$ cat src/icache_cfg_pkg.sv
package icache_cfg_pkg;

    // Address and line geometry
    localparam int ADDR_WIDTH  = 32;
    localparam int LINE_WIDTH  = 128;
    localparam int OFFSET_BITS = 4;

    // Two ways, so replacement needs one random bit
    localparam int NWAY     = 2;
    localparam int TAG_BITS = 20;

    typedef logic [ADDR_WIDTH-1:0] addr_t;
    typedef logic [LINE_WIDTH-1:0] line_t;
    typedef logic [TAG_BITS-1:0]   tag_t;

    // One tag store entry, valid bit on top
    typedef struct packed {
        logic valid;
        tag_t tag;
    } tag_entry_t;

endpackage

$ cat src/icache_ctrl_pkg.sv
package icache_ctrl_pkg;

    // Controller states
    typedef enum logic [2:0] {
        IDLE,
        REFILL_REQ,
        REFILL_WAIT,
        INVALIDATE_ALL,
        CACOP_WRITE,
        CACOP_DONE
    } cache_state_e;

    // Cache operation modes
    typedef enum logic [1:0] {
        CACOP_WAY0 = 2'b00,
        CACOP_WAY1 = 2'b01,
        CACOP_SET  = 2'b10,
        CACOP_NONE = 2'b11
    } cacop_mode_e;

endpackage

$ cat src/icache_store_if.sv
`timescale 1ns/1ps

interface icache_store_if #(
    parameter int NSET = 256
);
    import icache_cfg_pkg::*;

    localparam int IDX_W = $clog2(NSET);

    // Read side, data valid one cycle after rd_en
    logic             rd_en;
    logic [IDX_W-1:0] rd_index;
    tag_entry_t       rd_tags  [NWAY];
    line_t            rd_lines [NWAY];

    // Write side, one index, any set of ways
    logic             wr_en;
    logic [NWAY-1:0]  wr_way_mask;
    logic [IDX_W-1:0] wr_index;
    tag_entry_t       wr_tag_entry;
    logic             wr_line_en;
    line_t            wr_line;

    modport decode_mp (output rd_en, rd_index);

    modport store_mp (
        input  rd_en, rd_index, wr_en, wr_way_mask, wr_index,
        input  wr_tag_entry, wr_line_en, wr_line,
        output rd_tags, rd_lines
    );

    modport exec_mp (output wr_en, wr_way_mask, wr_index, wr_tag_entry, wr_line_en, wr_line);

    modport result_mp (input rd_tags, rd_lines);

endinterface

$ cat src/miss_execute.sv
`timescale 1ns/1ps

module miss_execute #(
    parameter int NSET = 256
) (
    input  logic                        clk,
    input  logic                        rst,
    input  logic                        lk_valid_i,
    input  logic                        lk_uncached_i,
    input  icache_cfg_pkg::addr_t       lk_addr_i,
    input  logic                        hit_i,
    input  logic                        invalidate_i,
    input  logic                        cacop_i,
    input  icache_ctrl_pkg::cacop_mode_e cacop_mode_i,
    input  icache_cfg_pkg::addr_t       cacop_addr_i,
    output logic                        cacop_ack_o,
    output logic                        refill_req_o,
    output icache_cfg_pkg::addr_t       refill_addr_o,
    input  logic                        refill_rdy_i,
    input  logic                        refill_valid_i,
    input  icache_cfg_pkg::line_t       refill_data_i,
    output logic                        idle_o,
    output logic                        miss_pending_o,
    output logic                        refill_done_o,
    output icache_cfg_pkg::line_t       refill_line_o,
    icache_store_if.exec_mp             store
);
    import icache_cfg_pkg::*;
    import icache_ctrl_pkg::*;

    localparam int IDX_W = $clog2(NSET);

    cache_state_e     state_q;
    cache_state_e     state_d;
    logic             miss_raise;
    logic             miss_q;
    logic [IDX_W-1:0] inv_cnt_q;
    logic             inv_last;
    cacop_mode_e      cacop_mode_q;
    logic [IDX_W-1:0] cacop_index_q;
    logic [15:0]      lfsr_q;

    assign idle_o         = (state_q == IDLE);
    assign miss_raise     = idle_o && lk_valid_i && !hit_i;
    assign miss_pending_o = miss_raise || miss_q;
    assign inv_last       = (inv_cnt_q == IDX_W'(NSET - 1));

    // Refill ends on the single data beat
    assign refill_done_o = (state_q == REFILL_WAIT) && refill_valid_i;
    assign refill_line_o = refill_data_i;

    assign refill_req_o  = (state_q == REFILL_REQ) && miss_q;
    assign refill_addr_o = refill_req_o ? lk_addr_i : '0;
    assign cacop_ack_o   = (state_q == CACOP_DONE);

    ////////////////////////////////////////////////////////////////////////////
    // State machine
    ////////////////////////////////////////////////////////////////////////////

    always_ff @(posedge clk) begin
        if (rst) begin
            state_q <= INVALIDATE_ALL;
        end else begin
            state_q <= state_d;
        end
    end

    always_comb begin
        state_d = state_q;
        case (state_q)
            IDLE: begin
                if (invalidate_i) state_d = INVALIDATE_ALL;
                else if (cacop_i) state_d = CACOP_WRITE;
                else if (miss_raise) state_d = REFILL_REQ;
            end
            REFILL_REQ:     if (refill_rdy_i) state_d = REFILL_WAIT;
            REFILL_WAIT:    if (refill_valid_i) state_d = IDLE;
            INVALIDATE_ALL: if (inv_last) state_d = IDLE;
            CACOP_WRITE:    state_d = CACOP_DONE;
            default:        state_d = IDLE;
        endcase
    end

    // Miss held from detection to the end of refill
    always_ff @(posedge clk) begin
        if (rst) begin
            miss_q <= 1'b0;
        end else if (idle_o && state_d == REFILL_REQ) begin
            miss_q <= 1'b1;
        end else if (refill_done_o) begin
            miss_q <= 1'b0;
        end
    end

    // Set counter for the whole-cache walk
    always_ff @(posedge clk) begin
        if (rst || state_q != INVALIDATE_ALL) begin
            inv_cnt_q <= '0;
        end else begin
            inv_cnt_q <= inv_cnt_q + 1'b1;
        end
    end

    // Operation captured when it is taken
    always_ff @(posedge clk) begin
        if (idle_o && cacop_i) begin
            cacop_mode_q  <= cacop_mode_i;
            cacop_index_q <= cacop_addr_i[OFFSET_BITS +: IDX_W];
        end
    end

    // Free-running replacement LFSR, x^16 + x^14 + x^13 + x^11 + 1
    always_ff @(posedge clk) begin
        if (rst) begin
            lfsr_q <= 16'hace1;
        end else begin
            lfsr_q <= {lfsr_q[14:0], lfsr_q[15] ^ lfsr_q[13] ^ lfsr_q[12] ^ lfsr_q[10]};
        end
    end

    ////////////////////////////////////////////////////////////////////////////
    // Store writes
    ////////////////////////////////////////////////////////////////////////////

    always_comb begin
        store.wr_en        = 1'b0;
        store.wr_way_mask  = '0;
        store.wr_index     = lk_addr_i[OFFSET_BITS +: IDX_W];
        store.wr_tag_entry = '0;
        store.wr_line_en   = 1'b0;
        store.wr_line      = refill_data_i;
        case (state_q)
            REFILL_WAIT: begin
                // Uncached data goes straight back, nothing allocated
                store.wr_en        = refill_done_o && !lk_uncached_i;
                store.wr_way_mask  = NWAY'(1) << lfsr_q[0];
                store.wr_tag_entry = '{valid: 1'b1, tag: lk_addr_i[ADDR_WIDTH-1 -: TAG_BITS]};
                store.wr_line_en   = 1'b1;
            end
            INVALIDATE_ALL: begin
                store.wr_en       = 1'b1;
                store.wr_way_mask = '1;
                store.wr_index    = inv_cnt_q;
            end
            CACOP_WRITE: begin
                store.wr_en    = 1'b1;
                store.wr_index = cacop_index_q;
                case (cacop_mode_q)
                    CACOP_WAY0: store.wr_way_mask = NWAY'(1);
                    CACOP_WAY1: store.wr_way_mask = NWAY'(2);
                    CACOP_SET:  store.wr_way_mask = '1;
                    CACOP_NONE: store.wr_way_mask = '0;
                    default:    store.wr_way_mask = '0;
                endcase
            end
            default: begin
            end
        endcase
    end

    // Request and its address stay put until the memory takes it
    a_refill_req_held: assert property (
        @(posedge clk) disable iff (rst)
        refill_req_o && !refill_rdy_i |=>
            refill_req_o && state_q == REFILL_REQ && $stable(refill_addr_o)
    );

    // One ack per operation, the requester lets go right after it
    a_cacop_ack_pulse: assert property (
        @(posedge clk) disable iff (rst)
        cacop_ack_o |=> !cacop_i
    );

endmodule

$ cat src/flat_wrapper.sv
// flat-port wrapper written by rule: the top's interface ports become plain ports
module miss_execute_flat import icache_cfg_pkg::*; import icache_ctrl_pkg::*;
#(
    parameter int NSET = 256
)
  (clk, rst, lk_valid_i, lk_uncached_i, lk_addr_i, hit_i, invalidate_i, cacop_i, cacop_mode_i, cacop_addr_i, cacop_ack_o, refill_req_o, refill_addr_o, refill_rdy_i, refill_valid_i, refill_data_i, idle_o, miss_pending_o, refill_done_o, refill_line_o, store_wr_en, store_wr_way_mask, store_wr_index, store_wr_tag_entry, store_wr_line_en, store_wr_line);
  icache_store_if #(.NSET(NSET)) store_i ();
  input  logic clk;
  input  logic rst;
  input  logic lk_valid_i;
  input  logic lk_uncached_i;
  input  icache_cfg_pkg::addr_t lk_addr_i;
  input  logic hit_i;
  input  logic invalidate_i;
  input  logic cacop_i;
  input  icache_ctrl_pkg::cacop_mode_e cacop_mode_i;
  input  icache_cfg_pkg::addr_t cacop_addr_i;
  output logic cacop_ack_o;
  output logic refill_req_o;
  output icache_cfg_pkg::addr_t refill_addr_o;
  input  logic refill_rdy_i;
  input  logic refill_valid_i;
  input  icache_cfg_pkg::line_t refill_data_i;
  output logic idle_o;
  output logic miss_pending_o;
  output logic refill_done_o;
  output icache_cfg_pkg::line_t refill_line_o;
  output wire logic [$bits(store_i.wr_en)-1:0] store_wr_en;
  output wire logic [$bits(store_i.wr_way_mask)-1:0] store_wr_way_mask;
  output wire logic [$bits(store_i.wr_index)-1:0] store_wr_index;
  output wire logic [$bits(store_i.wr_tag_entry)-1:0] store_wr_tag_entry;
  output wire logic [$bits(store_i.wr_line_en)-1:0] store_wr_line_en;
  output wire logic [$bits(store_i.wr_line)-1:0] store_wr_line;
  assign store_wr_en = store_i.wr_en;
  assign store_wr_way_mask = store_i.wr_way_mask;
  assign store_wr_index = store_i.wr_index;
  assign store_wr_tag_entry = store_i.wr_tag_entry;
  assign store_wr_line_en = store_i.wr_line_en;
  assign store_wr_line = store_i.wr_line;
  miss_execute #(.NSET(NSET)) u_core (.clk(clk), .rst(rst), .lk_valid_i(lk_valid_i), .lk_uncached_i(lk_uncached_i), .lk_addr_i(lk_addr_i), .hit_i(hit_i), .invalidate_i(invalidate_i), .cacop_i(cacop_i), .cacop_mode_i(cacop_mode_i), .cacop_addr_i(cacop_addr_i), .cacop_ack_o(cacop_ack_o), .refill_req_o(refill_req_o), .refill_addr_o(refill_addr_o), .refill_rdy_i(refill_rdy_i), .refill_valid_i(refill_valid_i), .refill_data_i(refill_data_i), .idle_o(idle_o), .miss_pending_o(miss_pending_o), .refill_done_o(refill_done_o), .refill_line_o(refill_line_o), .store(store_i));
endmodule
$ cat config.mk
export PLATFORM = sky130hd
export DESIGN_NAME = miss_execute_flat
export DESIGN_NICKNAME = d
export VERILOG_FILES = /design/src/icache_cfg_pkg.sv /design/src/icache_ctrl_pkg.sv /design/src/icache_store_if.sv /design/src/miss_execute.sv /design/src/flat_wrapper.sv
export SDC_FILE = /design/constraint.sdc
export NUM_CORES = 1
export LEC_CHECK = 0
export BUFFER_PORTS_ARGS = -buffer_cell sky130_fd_sc_hd__buf_2
export CELL_PAD_IN_SITES_DETAIL_PLACEMENT = 2
export CELL_PAD_IN_SITES_GLOBAL_PLACEMENT = 2
export CORE_AREA = 2 2 206 208
export CTS_BUF_LIST = sky130_fd_sc_hd__clkbuf_4
export DETAILED_ROUTE_END_ITERATION = 6
export DIE_AREA = 0 0 208 210
export PLACE_DENSITY_LB_ADDON = 0.1
export SYNTH_ARGS = -nofsm -noshare
export SYNTH_HDL_FRONTEND = slang
export SYNTH_SLANG_ARGS = --single-unit
$ cat constraint.sdc
create_clock -name clk -period 1.9 [get_ports clk]
set_clock_uncertainty 0.2 [all_clocks]
set_input_delay 0.475 -clock clk [delete_from_list [all_inputs] [get_ports clk]]
set_output_delay 0.475 -clock clk [all_outputs]
set_load 0.02 [all_outputs]
# --- Yosys cells after proc, flatten, opt, wreduce, memory -nomap -nowiden ---
# Cells that the tools add are included.
totals:
  register_bits: 38
  output_inout_bits: 326
op_classes:
  add_sub_neg: 1
  n_eq_ne: 11
  shift: 1
  n_mux: 16
  bitwise: 3
  n_reduce_logical: 15
op_table:
  columns: ["cell", "count"]
  rows:
  - ["$mux W32", 1]
  - ["$mux W21", 1]
  - ["$mux W3", 6]
  - ["$pmux W8 S2", 1]
  - ["$pmux W3 S5", 1]
  - ["$add A8 B1 Y8 const B", 1]
  - ["$eq A8 B8 Y1 const B", 1]
  - ["$pmux W2 S4", 1]
  - ["$logic_and A1 B1 Y1", 7]
  - ["$eq A3 B1 Y1 const B", 2]
  - ["$eq A3 B2 Y1 const B", 2]
  - ["$eq A3 B3 Y1 const B", 2]
  - ["$pmux W2 S3", 1]
  - ["$eq A2 B2 Y1 const B", 2]
  - ["$logic_not A3 Y1", 1]
  - ["$mux W1", 3]
  - ["$ne A3 B2 Y1 const B", 1]
  - ["$xor A1 B1 Y1", 3]
  - ["$eq A2 B1 Y1 const B", 1]
  - ["$logic_not A1 Y1", 2]
  - ["$logic_not A2 Y1", 1]
  - ["$logic_or A1 B1 Y1", 2]
  - ["$pmux W1 S2", 1]
  - ["$reduce_bool A2 Y1", 1]
  - ["other kinds (2)", 2]

# --- Logic depth before layout (Yosys ltp) ---
# Gate-level depths: netlist of the first run.
logic_depth:
  depth_word: 10
  depth_mapped: 5
  mapped_depth_nobuf: 4

# --- Least setup slack after synthesis of the first run ---
# Ideal clock, no wire load.
synth_path:
  path_type: "register to output"
  from: "register u_core.state_q[0]"
  to: "output port store_wr_tag_entry[11]"
  t_arrival_ns: 1.432
  setup_slack_ns: -0.207
  stages_incl_launch_ff: 5
  cell_sequence: "dfxtp_1 buf_2 nor3b_1 clkbuf_1 and2_1"
synth_via:
  elab_chain_cells: 2
synth_rtl:
  columns: ["element", "line_no", "rtl"]
  rows:
  - ["start: declaration", "miss_execute.sv:33", "cache_state_e state_q;"]
  - ["start signal: assignment", "miss_execute.sv:64", "state_q <= state_d;"]
  - ["$eq A3 B2 Y1", "miss_execute.sv:132", "case (state_q)"]
  - ["$mux W21", "miss_execute.sv:132", null]
  - ["end: declaration", "flat_wrapper.sv:31", "output wire logic [$bits(store_i.wr_tag_entry)-1:0] store_wr_tag_entry;"]
# Every way passes these cells.

# --- Final worst setup path of the first run ---
layout_path:
  from: "register u_core.state_q[2]"
  to: "output port refill_addr_o[0]"
layout_via:
  elab_chain_cells: 3
layout_rtl:
  columns: ["element", "line_no", "rtl"]
  rows:
  - ["$eq A3 B1 Y1", "miss_execute.sv:52", "assign refill_req_o = (state_q == REFILL_REQ) && miss_q;"]
  - ["$logic_and A1 B1 Y1", "miss_execute.sv:52", null]
  - ["$mux W32", "miss_execute.sv:53", "assign refill_addr_o = refill_req_o ? lk_addr_i : '0;"]
  - ["end: declaration", "flat_wrapper.sv:20", "output icache_cfg_pkg::addr_t refill_addr_o;"]
# Every way passes these cells.

==> impl_metrics.ini, run 1 <==
[synthesis]
synth.distinct_cells = 39
avgSynthCellArea_um2 = 8.18
async_flop_share = 0
synthesis.area_mm2 = 0.00395
syn_nets = 689
yosysWarningCount = 0
ys_ff_latch = 38
synth_edf_count = 10
synth_cells = 483
synth.yosys.seq_area_share = 0.218
synthFlopType = dfxtp_1

[layout]
final_nets = 605
fill_cells = 4850
post_route_cells_drive_above_1_share = 0.663
area_growth_pct = 16.7
fin_area_mm2 = 0.00461
final_core_util = 0.111

[floorplan]
pin_count = 529
die_h_um = 210
core_mm2 = 0.0415
num_rows = 75
die_x_um = 208
die-area_mm2 = 0.0437
initial_utilization = 0.0953

[route]
remaining_drc_errors = 0
wirelength_mm = 18.1
drt-initial-drc-count = 65
drt_first_pass_iters = 3
viasPerCell = 2.82
drtAntennaViolNets = 0
num_vias = 2650
detail_route.wl_per_cell_um = 19.2

[setup_path]
crit_path_end = refill_addr_o[0]
worstPathMaxFanout = 12
r2r-end = u_core.miss_q
crit_arrival_ns = 1.79
crit_path_end_kind = primary output
cp-start-kind = register
r2r_slack_ns = 0.07
critPathRequiredTime_ns = 1.22
regToRegStartpoint = u_core.state_q[1]
cp-startpoint = u_core.state_q[2]
worstSetupPathType = reg -> out
reg2reg_depth = 9

[global_routing]
grt_pass1_wl_mm = 24.9
overflow = 0
grtUsageTotal = 0.0804
grt_max_degree = 16
grt_pass1_vias = 3071
antenna_found_initial = 1

[placed_design]
port_buffers = 120
routabilityCongestion = 0.648
postPlaceCellArea_mm2 = 0.00369
dpl.hpwl_mm = 15.1
dp_slack_ns = -0.388

[clocking]
clock_latency_ns = 0.40
cts_tree = built
htreeDepth = 2
cts_sinks = 38
path_clk_slew_ns = 0.16
postCtsHoldBufs = 0
cts_buffers = 5
cts_root_buffer = clkbuf_4
max-clock-path-buffers = 2

[power_and_ir_drop]
leakage_uw = 0.00186
p_clk_frac = 0.260
total_power_uw = 2440
p_switching_uw = 814
pwr-share-comb = 0.372
p_per_area_mw_per_mm2 = 528
ir_worst_vdd_v = 0.000228
swShare = 0.334
power.internal_uw = 1620
pwr-share-seq = 0.368

[hold_path]
worstHoldPathCells = 1
hold_class = in -> reg

[timing]
setup_slack_ns = -0.570
rsz0062_at_grt = yes
tightest_slew_ns = 0.449
relSlewSlack = 0.697
fin_crit_ns = 2.47
slew_violations = 0
finalCritPeriodShare = 1.30
hold_viol = 0
setup_viol = 70
fmax_mhz = 405

[status]
outcome = finished with violations
violations = setup timing

[job]
drv_cap = 0
-- synth_stat cells, types with 2 or more instances --
cell        n  share of area
edfxtp_1   10          0.076
nor3_1      3         0.0038
inv_1       6         0.0057
a21oi_1     5         0.0063
or2_2       7          0.011
or3_1       4         0.0063
nor2b_1    10          0.016
dfxtp_1    28           0.14
nand2_1     5         0.0047
clkbuf_1    9         0.0085
nand3_1     3         0.0038
o22ai_1     2         0.0032
o21ai_0    13          0.016
o221a_1     7          0.020
ha_1        3         0.0095
xor2_1      4         0.0089
o21ai_1     2         0.0025
buf_4     258           0.49
nor3b_1    10          0.019
buf_2       3         0.0038
nand2b_1    2         0.0032
and2_1     55          0.087
xnor2_1     2         0.0044
nor2_1     17          0.016
-- stage by stage --
stage | std cells | hold WS, ns | TNS [ns]
after floorplan | 483 | 0.189 | -2.86
after global placement | 917 | 0.192 | -13.76
after detailed placement | 917 | 0.201 | -13.16
after CTS | 938 | 0.00688 | -39.65
after global routing | 940 | 0.0131 | -41.46
final | 940 | 0.0459 | -34.97
-- state kept, by name, indices dropped and copies added, names as in the netlist --
signal and count:
u_core.cacop_index_q 8, u_core.miss_q 1, u_core.state_q 3, u_core.cacop_mode_q 2
u_core.inv_cnt_q 8, u_core.lfsr_q 16
-- worst max-delay path, cell delays in order (launching register included) --
cell	delay, ns
dfxtp_4	0.40
buf_8	0.14
nor4b_4	0.27
buf_6	0.17
buf_8	0.14
and2_1	0.15
buf_6	0.12
-- final cells by class --
type	instances	area, µm²	share of cell area
Timing Repair Buffer	180	1660	0.360
Multi-Input combinational cell	167	1300	0.281
Sequential cell	38	872	0.189
Tap cell	539	674	0.146
Clock inverter	3	43.8	0.00949
Clock buffer	5	37.5	0.00813
Inverter	7	26.3	0.00569
Antenna cell	1	2.50	0.000542
-- logic make-up after synthesis --
logic type	count (synthesis)	synth area share
fa+ha+maj	3	0.00950
buf+inv	278	0.510
flops	38	0.218
xor+xnor	6	0.0133
mux	2	0.00538
compound gates	36	0.0636
simple gates	120	0.180
-- power by group through the flow --
stage / clock network, µW / registers (µW) / logic (µW)
after floorplan: 0 / 904 / 1120
after global placement: 0 / 914 / 676
after detailed placement: 0 / 915 / 678
after CTS: 698 / 899 / 957
after global routing: 728 / 903 / 981
final: 633 / 896 / 906
-- layout by cell type (no fill, tap or decap), types with 5 or more instances in the layout --
cell type	netlist	routed
buf_6	0	86
buf_12	0	5
and2_2	0	15
o21ai_1	2	5
edfxtp_1	10	10
clkbuf_4	0	5
and2_4	0	36
nor2_1	17	17
buf_2	3	50
or2_2	7	7
nor3b_1	10	8
inv_1	6	5
o221a_1	7	7
nor2b_1	10	10
a21oi_1	5	5
dfxtp_1	28	25
o21ai_0	13	7
buf_4	258	34
-- routing by layer --
| layer | share of wire | up-vias | global-route usage |
|---|---|---|---|
| met5 | 0.0048 | - | 0.0145 |
| met4 | 0.022 | 2 | 0.0245 |
| met3 | 0.17 | 36 | 0.0626 |
| met2 | 0.48 | 302 | 0.135 |
| met1 | 0.32 | 1194 | 0.0740 |
| li1 | - | 1116 | - |
-- what timing repair did --
item | CTS | global route
resized for setup | 211 | 21
pin swaps | 20 | 12
cloned | 4 | 0
setup endpoints to repair | 80 | 70
buffers inserted | 9 | 3
-- worst min path at each step --
stage / startpoint / to
after floorplan: u_core.lfsr_q[9] / u_core.lfsr_q[10]
after global placement: u_core.lfsr_q[5] / u_core.lfsr_q[6]
after detailed placement: u_core.lfsr_q[14] / u_core.lfsr_q[15]
after CTS: cacop_addr_i[11] / u_core.cacop_index_q[7]
after global routing: cacop_addr_i[7] / u_core.cacop_index_q[3]
final: cacop_addr_i[11] / u_core.cacop_index_q[7]
Power figures use the tool's default switching activity.
==> run 2, diff against run 1 <==
- CORE_AREA: 2 2 206 208 -> 2 2 204 206
- DIE_AREA: 0 0 208 210 -> 0 0 206 208
- clock period: 1.9 -> 2.7 ns (I/O delays scaled with it)
==> run 2 against run 1 <==
  * The run now ends clean
  * Clock power down 17%
  * Non-clock buffer count is 38 lower
  * Utilization down 1.5 points
  * Cell count decreased by 4.8%
  * Count of clock-buffer cells in the layout unchanged
  * Via count is 7.3% lower
  * Sequential cell count stayed put
  * Register-to-register slack improved by 0.82 ns
  * Die area fell by 1.9%
  * Total power shrank 35%
  * Routed wire length decreased by 3.4%
  * Combinational power down 53%
==> impl_metrics.ini, run 2 (same netlist as run 1, synthesis figures left out) <==
[status]
outcome = completed

[layout]
fin_area_mm2 = 0.00392
final_core_util = 0.0966
layout_common_cells = 86 x buf_2, 36 x buf_6, 31 x and2_4
layout_commonest_cell = buf_2
area_growth_pct = -0.855
reg_top3 = u_core.lfsr_q (16), u_core.cacop_index_q (8), u_core.inv_cnt_q (8)
post_route_cells_drive_above_1_share = 0.552
regMostFlops = u_core.lfsr_q
largest_reg_flops = 16
final_nets = 567

[clocking]
max-clock-path-buffers = 2
path_clk_slew_ns = 0.14
cts_root_buffer = clkbuf_4
cts_buffers = 5
cts_sinks = 38
cts_tree = built
htreeDepth = 2
clock_latency_ns = 0.39

[timing]
tightest_slew_ns = 0.369
slew_violations = 0
hold_viol = 0
fin_crit_ns = 2.64
setup-tns-final_ns = 0
finalCritPeriodShare = 0.979
setup_slack_ns = 0.0572
rsz0062_at_grt = yes
relSlewSlack = 0.751
setup_viol = 0
fmax_mhz = 378

[setup_path]
crit_chain = inv_2, or3_4, o221a_1, buf_4
worstPathMaxFanout = 11
critPathRequiredTime_ns = 1.82
crit_path_end_kind = primary output
crit_path_max_incr_delay_ns = 0.44
cp-start-kind = register
crit_arrival_ns = 1.77
worstSetupPathType = reg -> out
crit_slowest_cell = or3_4

[global_routing]
grtUsageTotal = 0.0771
grt_max_degree = 24
grt_pass1_vias = 2772
grt_pass1_wl_mm = 23.0
antenna_found_initial = 3
overflow = 0

[power_and_ir_drop]
ir_worst_vdd_v = 0.000118
p_per_area_mw_per_mm2 = 404
leakage_uw = 0.00159

[route]
drt-initial-drc-count = 78
drt_first_pass_iters = 4
num_vias = 2456
drtAntennaViolNets = 0
wirelength_mm = 17.5
remaining_drc_errors = 0
detail_route.wl_per_cell_um = 19.5
viasPerCell = 2.74

[placed_design]
routabilityCongestion = 0.648
dpl.hpwl_mm = 14.2
dp_slack_ns = 0.191
postPlaceCellArea_mm2 = 0.00335
port_buffers = 120

[floorplan]
die_x_um = 206
num_rows = 74
die_h_um = 208
pin_count = 529
die-area_mm2 = 0.0428
initial_utilization = 0.0975
core_mm2 = 0.0406

[hold_path]
hold_class = reg -> reg

[job]
drv_cap = 0
-- run 2: cell count changes in the layout (fill, tap and decap cells not counted), moves of 4 or more --
cell,change
buf_6,-50
buf_2,+36
and2_1,+20
buf_4,-20
and2_2,-15
and2_4,-5
buf_8,-4
o21ai_0,+4
-- run 2: cell type report --
cell class | instances | area (µm²)
well taps | 532 | 666
clock inverters | 3 | 63.8
repair buffers | 142 | 1070
diodes | 1 | 2.50
flip-flops and latches | 38 | 870
multi-input cells | 167 | 1190
clock buffers | 5 | 37.5
inverters | 7 | 26.3
fillers | 4799 | 36600
-- run 2: path summary, 6_finish.rpt --
path,cells after the start,end,start,slack (ns)
setup / recovery,4,store_wr_index[1],u_core.state_q[2],0.06
hold / removal,1,u_core.lfsr_q[10],u_core.lfsr_q[9],0.23
setup reg to reg,5,u_core.cacop_index_q[0],u_core.state_q[2],0.89
hold reg to reg,1,u_core.lfsr_q[10],u_core.lfsr_q[9],0.23
-- run 2: per-stage QoR --
stage          instances  hold WS, ns  power, µW
2_1_floorplan        483        0.189       1420
3_3_place_gp         877        0.192       1070
3_5_place_dp         877        0.198       1070
4_1_cts              888        0.198       1640
5_1_grt              895        0.195       1710
6_report             895        0.230       1580
-- run 2: power breakdown --
part	internal, µW	total (µW)	switching, µW
combinational	179	423	244
clock	285	523	238
sequential	613	639	26.0
total	1080	1580	508
-- run 2: metal layers --
metal  wire length, µm  vias up  GRT usage
met2              8390      261      0.128
met3              2750       64     0.0536
met5                23        -          0
met1              5580     1089     0.0726
li1                  -     1038          -
met4               711        4     0.0345
-- run 2: worst max-delay path, delay by kind of cell, from the launching register on --
kind,cells,cell delay [ns]
buf+inv,2,0.25
compound gates,1,0.30
flops,1,0.39
simple gates,1,0.44
-- run 2: repair_timing --
| item | in CTS | in global routing |
|---|---|---|
| pin swaps | 8 | 11 |
| setup buffers | 2 | 5 |
| hold endpoints to repair | 0 | 0 |
| endpoints found under the setup margin | 46 | 48 |
| gates cloned | 1 | 1 |
| gates resized for setup | 80 | 47 |
| hold buffers | 0 | 0 |
==> run 3, diff against run 2 <==
- clock period: 2.7 -> 2.8 ns (I/O delays scaled with it)
==> run 3 against run 2 <==
  * Global-route usage shrank 0.14 points
  * Design area shrank 8.1%
  * Sequential power shrank 3.3%
  * Register-to-register slack lost 0.10 ns
  * Critical path depth is the same
  * Highest routed layer unchanged
==> impl_metrics.ini, run 3 (same netlist as run 1, synthesis figures left out) <==
[global_routing]
grt_pass1_vias = 2771
grtUsageTotal = 0.0757
grt_pass1_wl_mm = 22.7
grt_max_degree = 26
overflow = 0
antenna_found_initial = 4

[timing]
fmax_mhz = 370
fin_crit_ns = 2.71
hold_viol = 0
rsz0062_at_grt = yes
setup_viol = 0
setup-tns-final_ns = 0
tightest_slew_ns = 0.525
setup_slack_ns = 0.0950
slew_violations = 0
relSlewSlack = 0.647
finalCritPeriodShare = 0.966

[hold_path]
worstHoldPathCells = 1
min_from = u_core.lfsr_q[9]
hold-path-endpoint = u_core.lfsr_q[10]
hold_class = reg -> reg

[layout]
layout_common_cells = 103 x buf_2, 55 x and2_1, 25 x buf_4, 25 x dfxtp_1, 17 x nor2_1
final_nets = 562
post_route_cells_drive_above_1_share = 0.457
largest_reg_flops = 16
area_growth_pct = -8.86
fin_area_mm2 = 0.00360
regMostFlops = u_core.lfsr_q
fill_cells = 4849
final_core_util = 0.0888
reg_top3 = u_core.lfsr_q (16), u_core.cacop_index_q (8), u_core.inv_cnt_q (8)
layout_commonest_cell = buf_2

[power_and_ir_drop]
p_switching_uw = 480
total_power_uw = 1450
ir_worst_vdd_v = 0.000132
pwr-share-seq = 0.426
swShare = 0.331
leakage_uw = 0.00148
power.internal_uw = 968
p_clk_frac = 0.300
p_per_area_mw_per_mm2 = 402
pwr-share-comb = 0.274

[clocking]
cts_sinks = 38
postCtsHoldBufs = 0
clock_latency_ns = 0.39
cts_tree = built
cts_root_buffer = clkbuf_4
max-clock-path-buffers = 2
cts_buffers = 5
htreeDepth = 2
path_clk_slew_ns = 0.14

[setup_path]
crit_arrival_ns = 1.81
regToRegStartpoint = u_core.state_q[1]
crit_path_end_kind = primary output
worstSetupPathType = reg -> out
crit_path_max_incr_delay_ns = 0.41
path_buf_inv = 2
r2r_slack_ns = 0.79
worstPathMaxFanout = 8
crit_slowest_cell = dfxtp_4
path_delay_family = flip-flops
reg2reg_depth = 4
r2r-end = u_core.cacop_index_q[4]
cp.depth = 4
crit_chain = or3_4, buf_6, o221a_1, buf_4
critPathRequiredTime_ns = 1.90
cp-start-kind = register

[placed_design]
port_buffers = 120
routabilityCongestion = 0.642
dpl.hpwl_mm = 14.3
postPlaceCellArea_mm2 = 0.00335
dp_slack_ns = 0.285

[floorplan]
core_mm2 = 0.0406
initial_utilization = 0.0975
die_h_um = 208
pin_count = 529
die_x_um = 206
die-area_mm2 = 0.0428
num_rows = 74

[route]
viasPerCell = 2.75
detail_route.wl_per_cell_um = 19.6
drtAntennaViolNets = 0
num_vias = 2450
remaining_drc_errors = 0
drt-initial-drc-count = 50
drt_first_pass_iters = 4
wirelength_mm = 17.5

[job]
drv_cap = 0

[status]
outcome = completed
## run 3: worst register-to-register path, delay by kind of cell (launching register included)
family / cells / cell delay [ns]
buffers and inverters: 2 / 0.40
AND/OR/NAND/NOR: 2 / 0.68
flip-flops: 1 / 0.41
## run 3: power groups by stage
stage	logic (µW)	clock network (µW)	registers, µW
6_report	396	434	618
2_1_floorplan	754	0	614
4_1_cts	409	475	618
3_3_place_gp	401	0	629
5_1_grt	440	493	624
3_5_place_dp	401	0	629
## run 3: area by class of cell
cell class	instances	area, µm²	share of cell area
tap	532	666	0.185
inverter	7	26.3	0.00729
timing repair buffer	137	850	0.236
clock buffer	7	52.6	0.0146
multi-input combinational	167	1110	0.307
antenna	1	2.50	0.000695
sequential	38	870	0.241
clock inverter	1	30.0	0.00834
## run 3: metal layers
layer	global-route usage	routed length [µm]	vias up
met3	0.0497	2580	58
li1	-	-	1024
met4	0.0325	658	2
met2	0.132	8510	265
met5	0	14	-
met1	0.0684	5720	1101
## run 3: worst max-delay path by stage
stage	from	endpoint	slack, ns
after floorplan	u_core.state_q[0]	store_wr_tag_entry[11]	0.47
after global placement	u_core.state_q[1]	store_wr_en	0.26
after detailed placement	u_core.state_q[1]	store_wr_index[1]	0.29
after CTS	u_core.state_q[1]	store_wr_index[1]	0.006
after global routing	u_core.state_q[2]	refill_addr_o[0]	-0.01
final	u_core.state_q[1]	store_wr_index[1]	0.09
## run 3: per-stage QoR
step | hold WS (ns) | instances
6_report | 0.225 | 890
5_1_grt | 0.234 | 890
4_1_cts | 0.228 | 886
3_5_place_dp | 0.197 | 877
3_3_place_gp | 0.191 | 877
2_1_floorplan | 0.189 | 483
## run 3: repair_timing
action,in CTS,in global routing
setup buffers,1,2
gates cloned,0,2
endpoints found under the setup margin,35,38
resized for setup,10,25
pin swaps,0,2
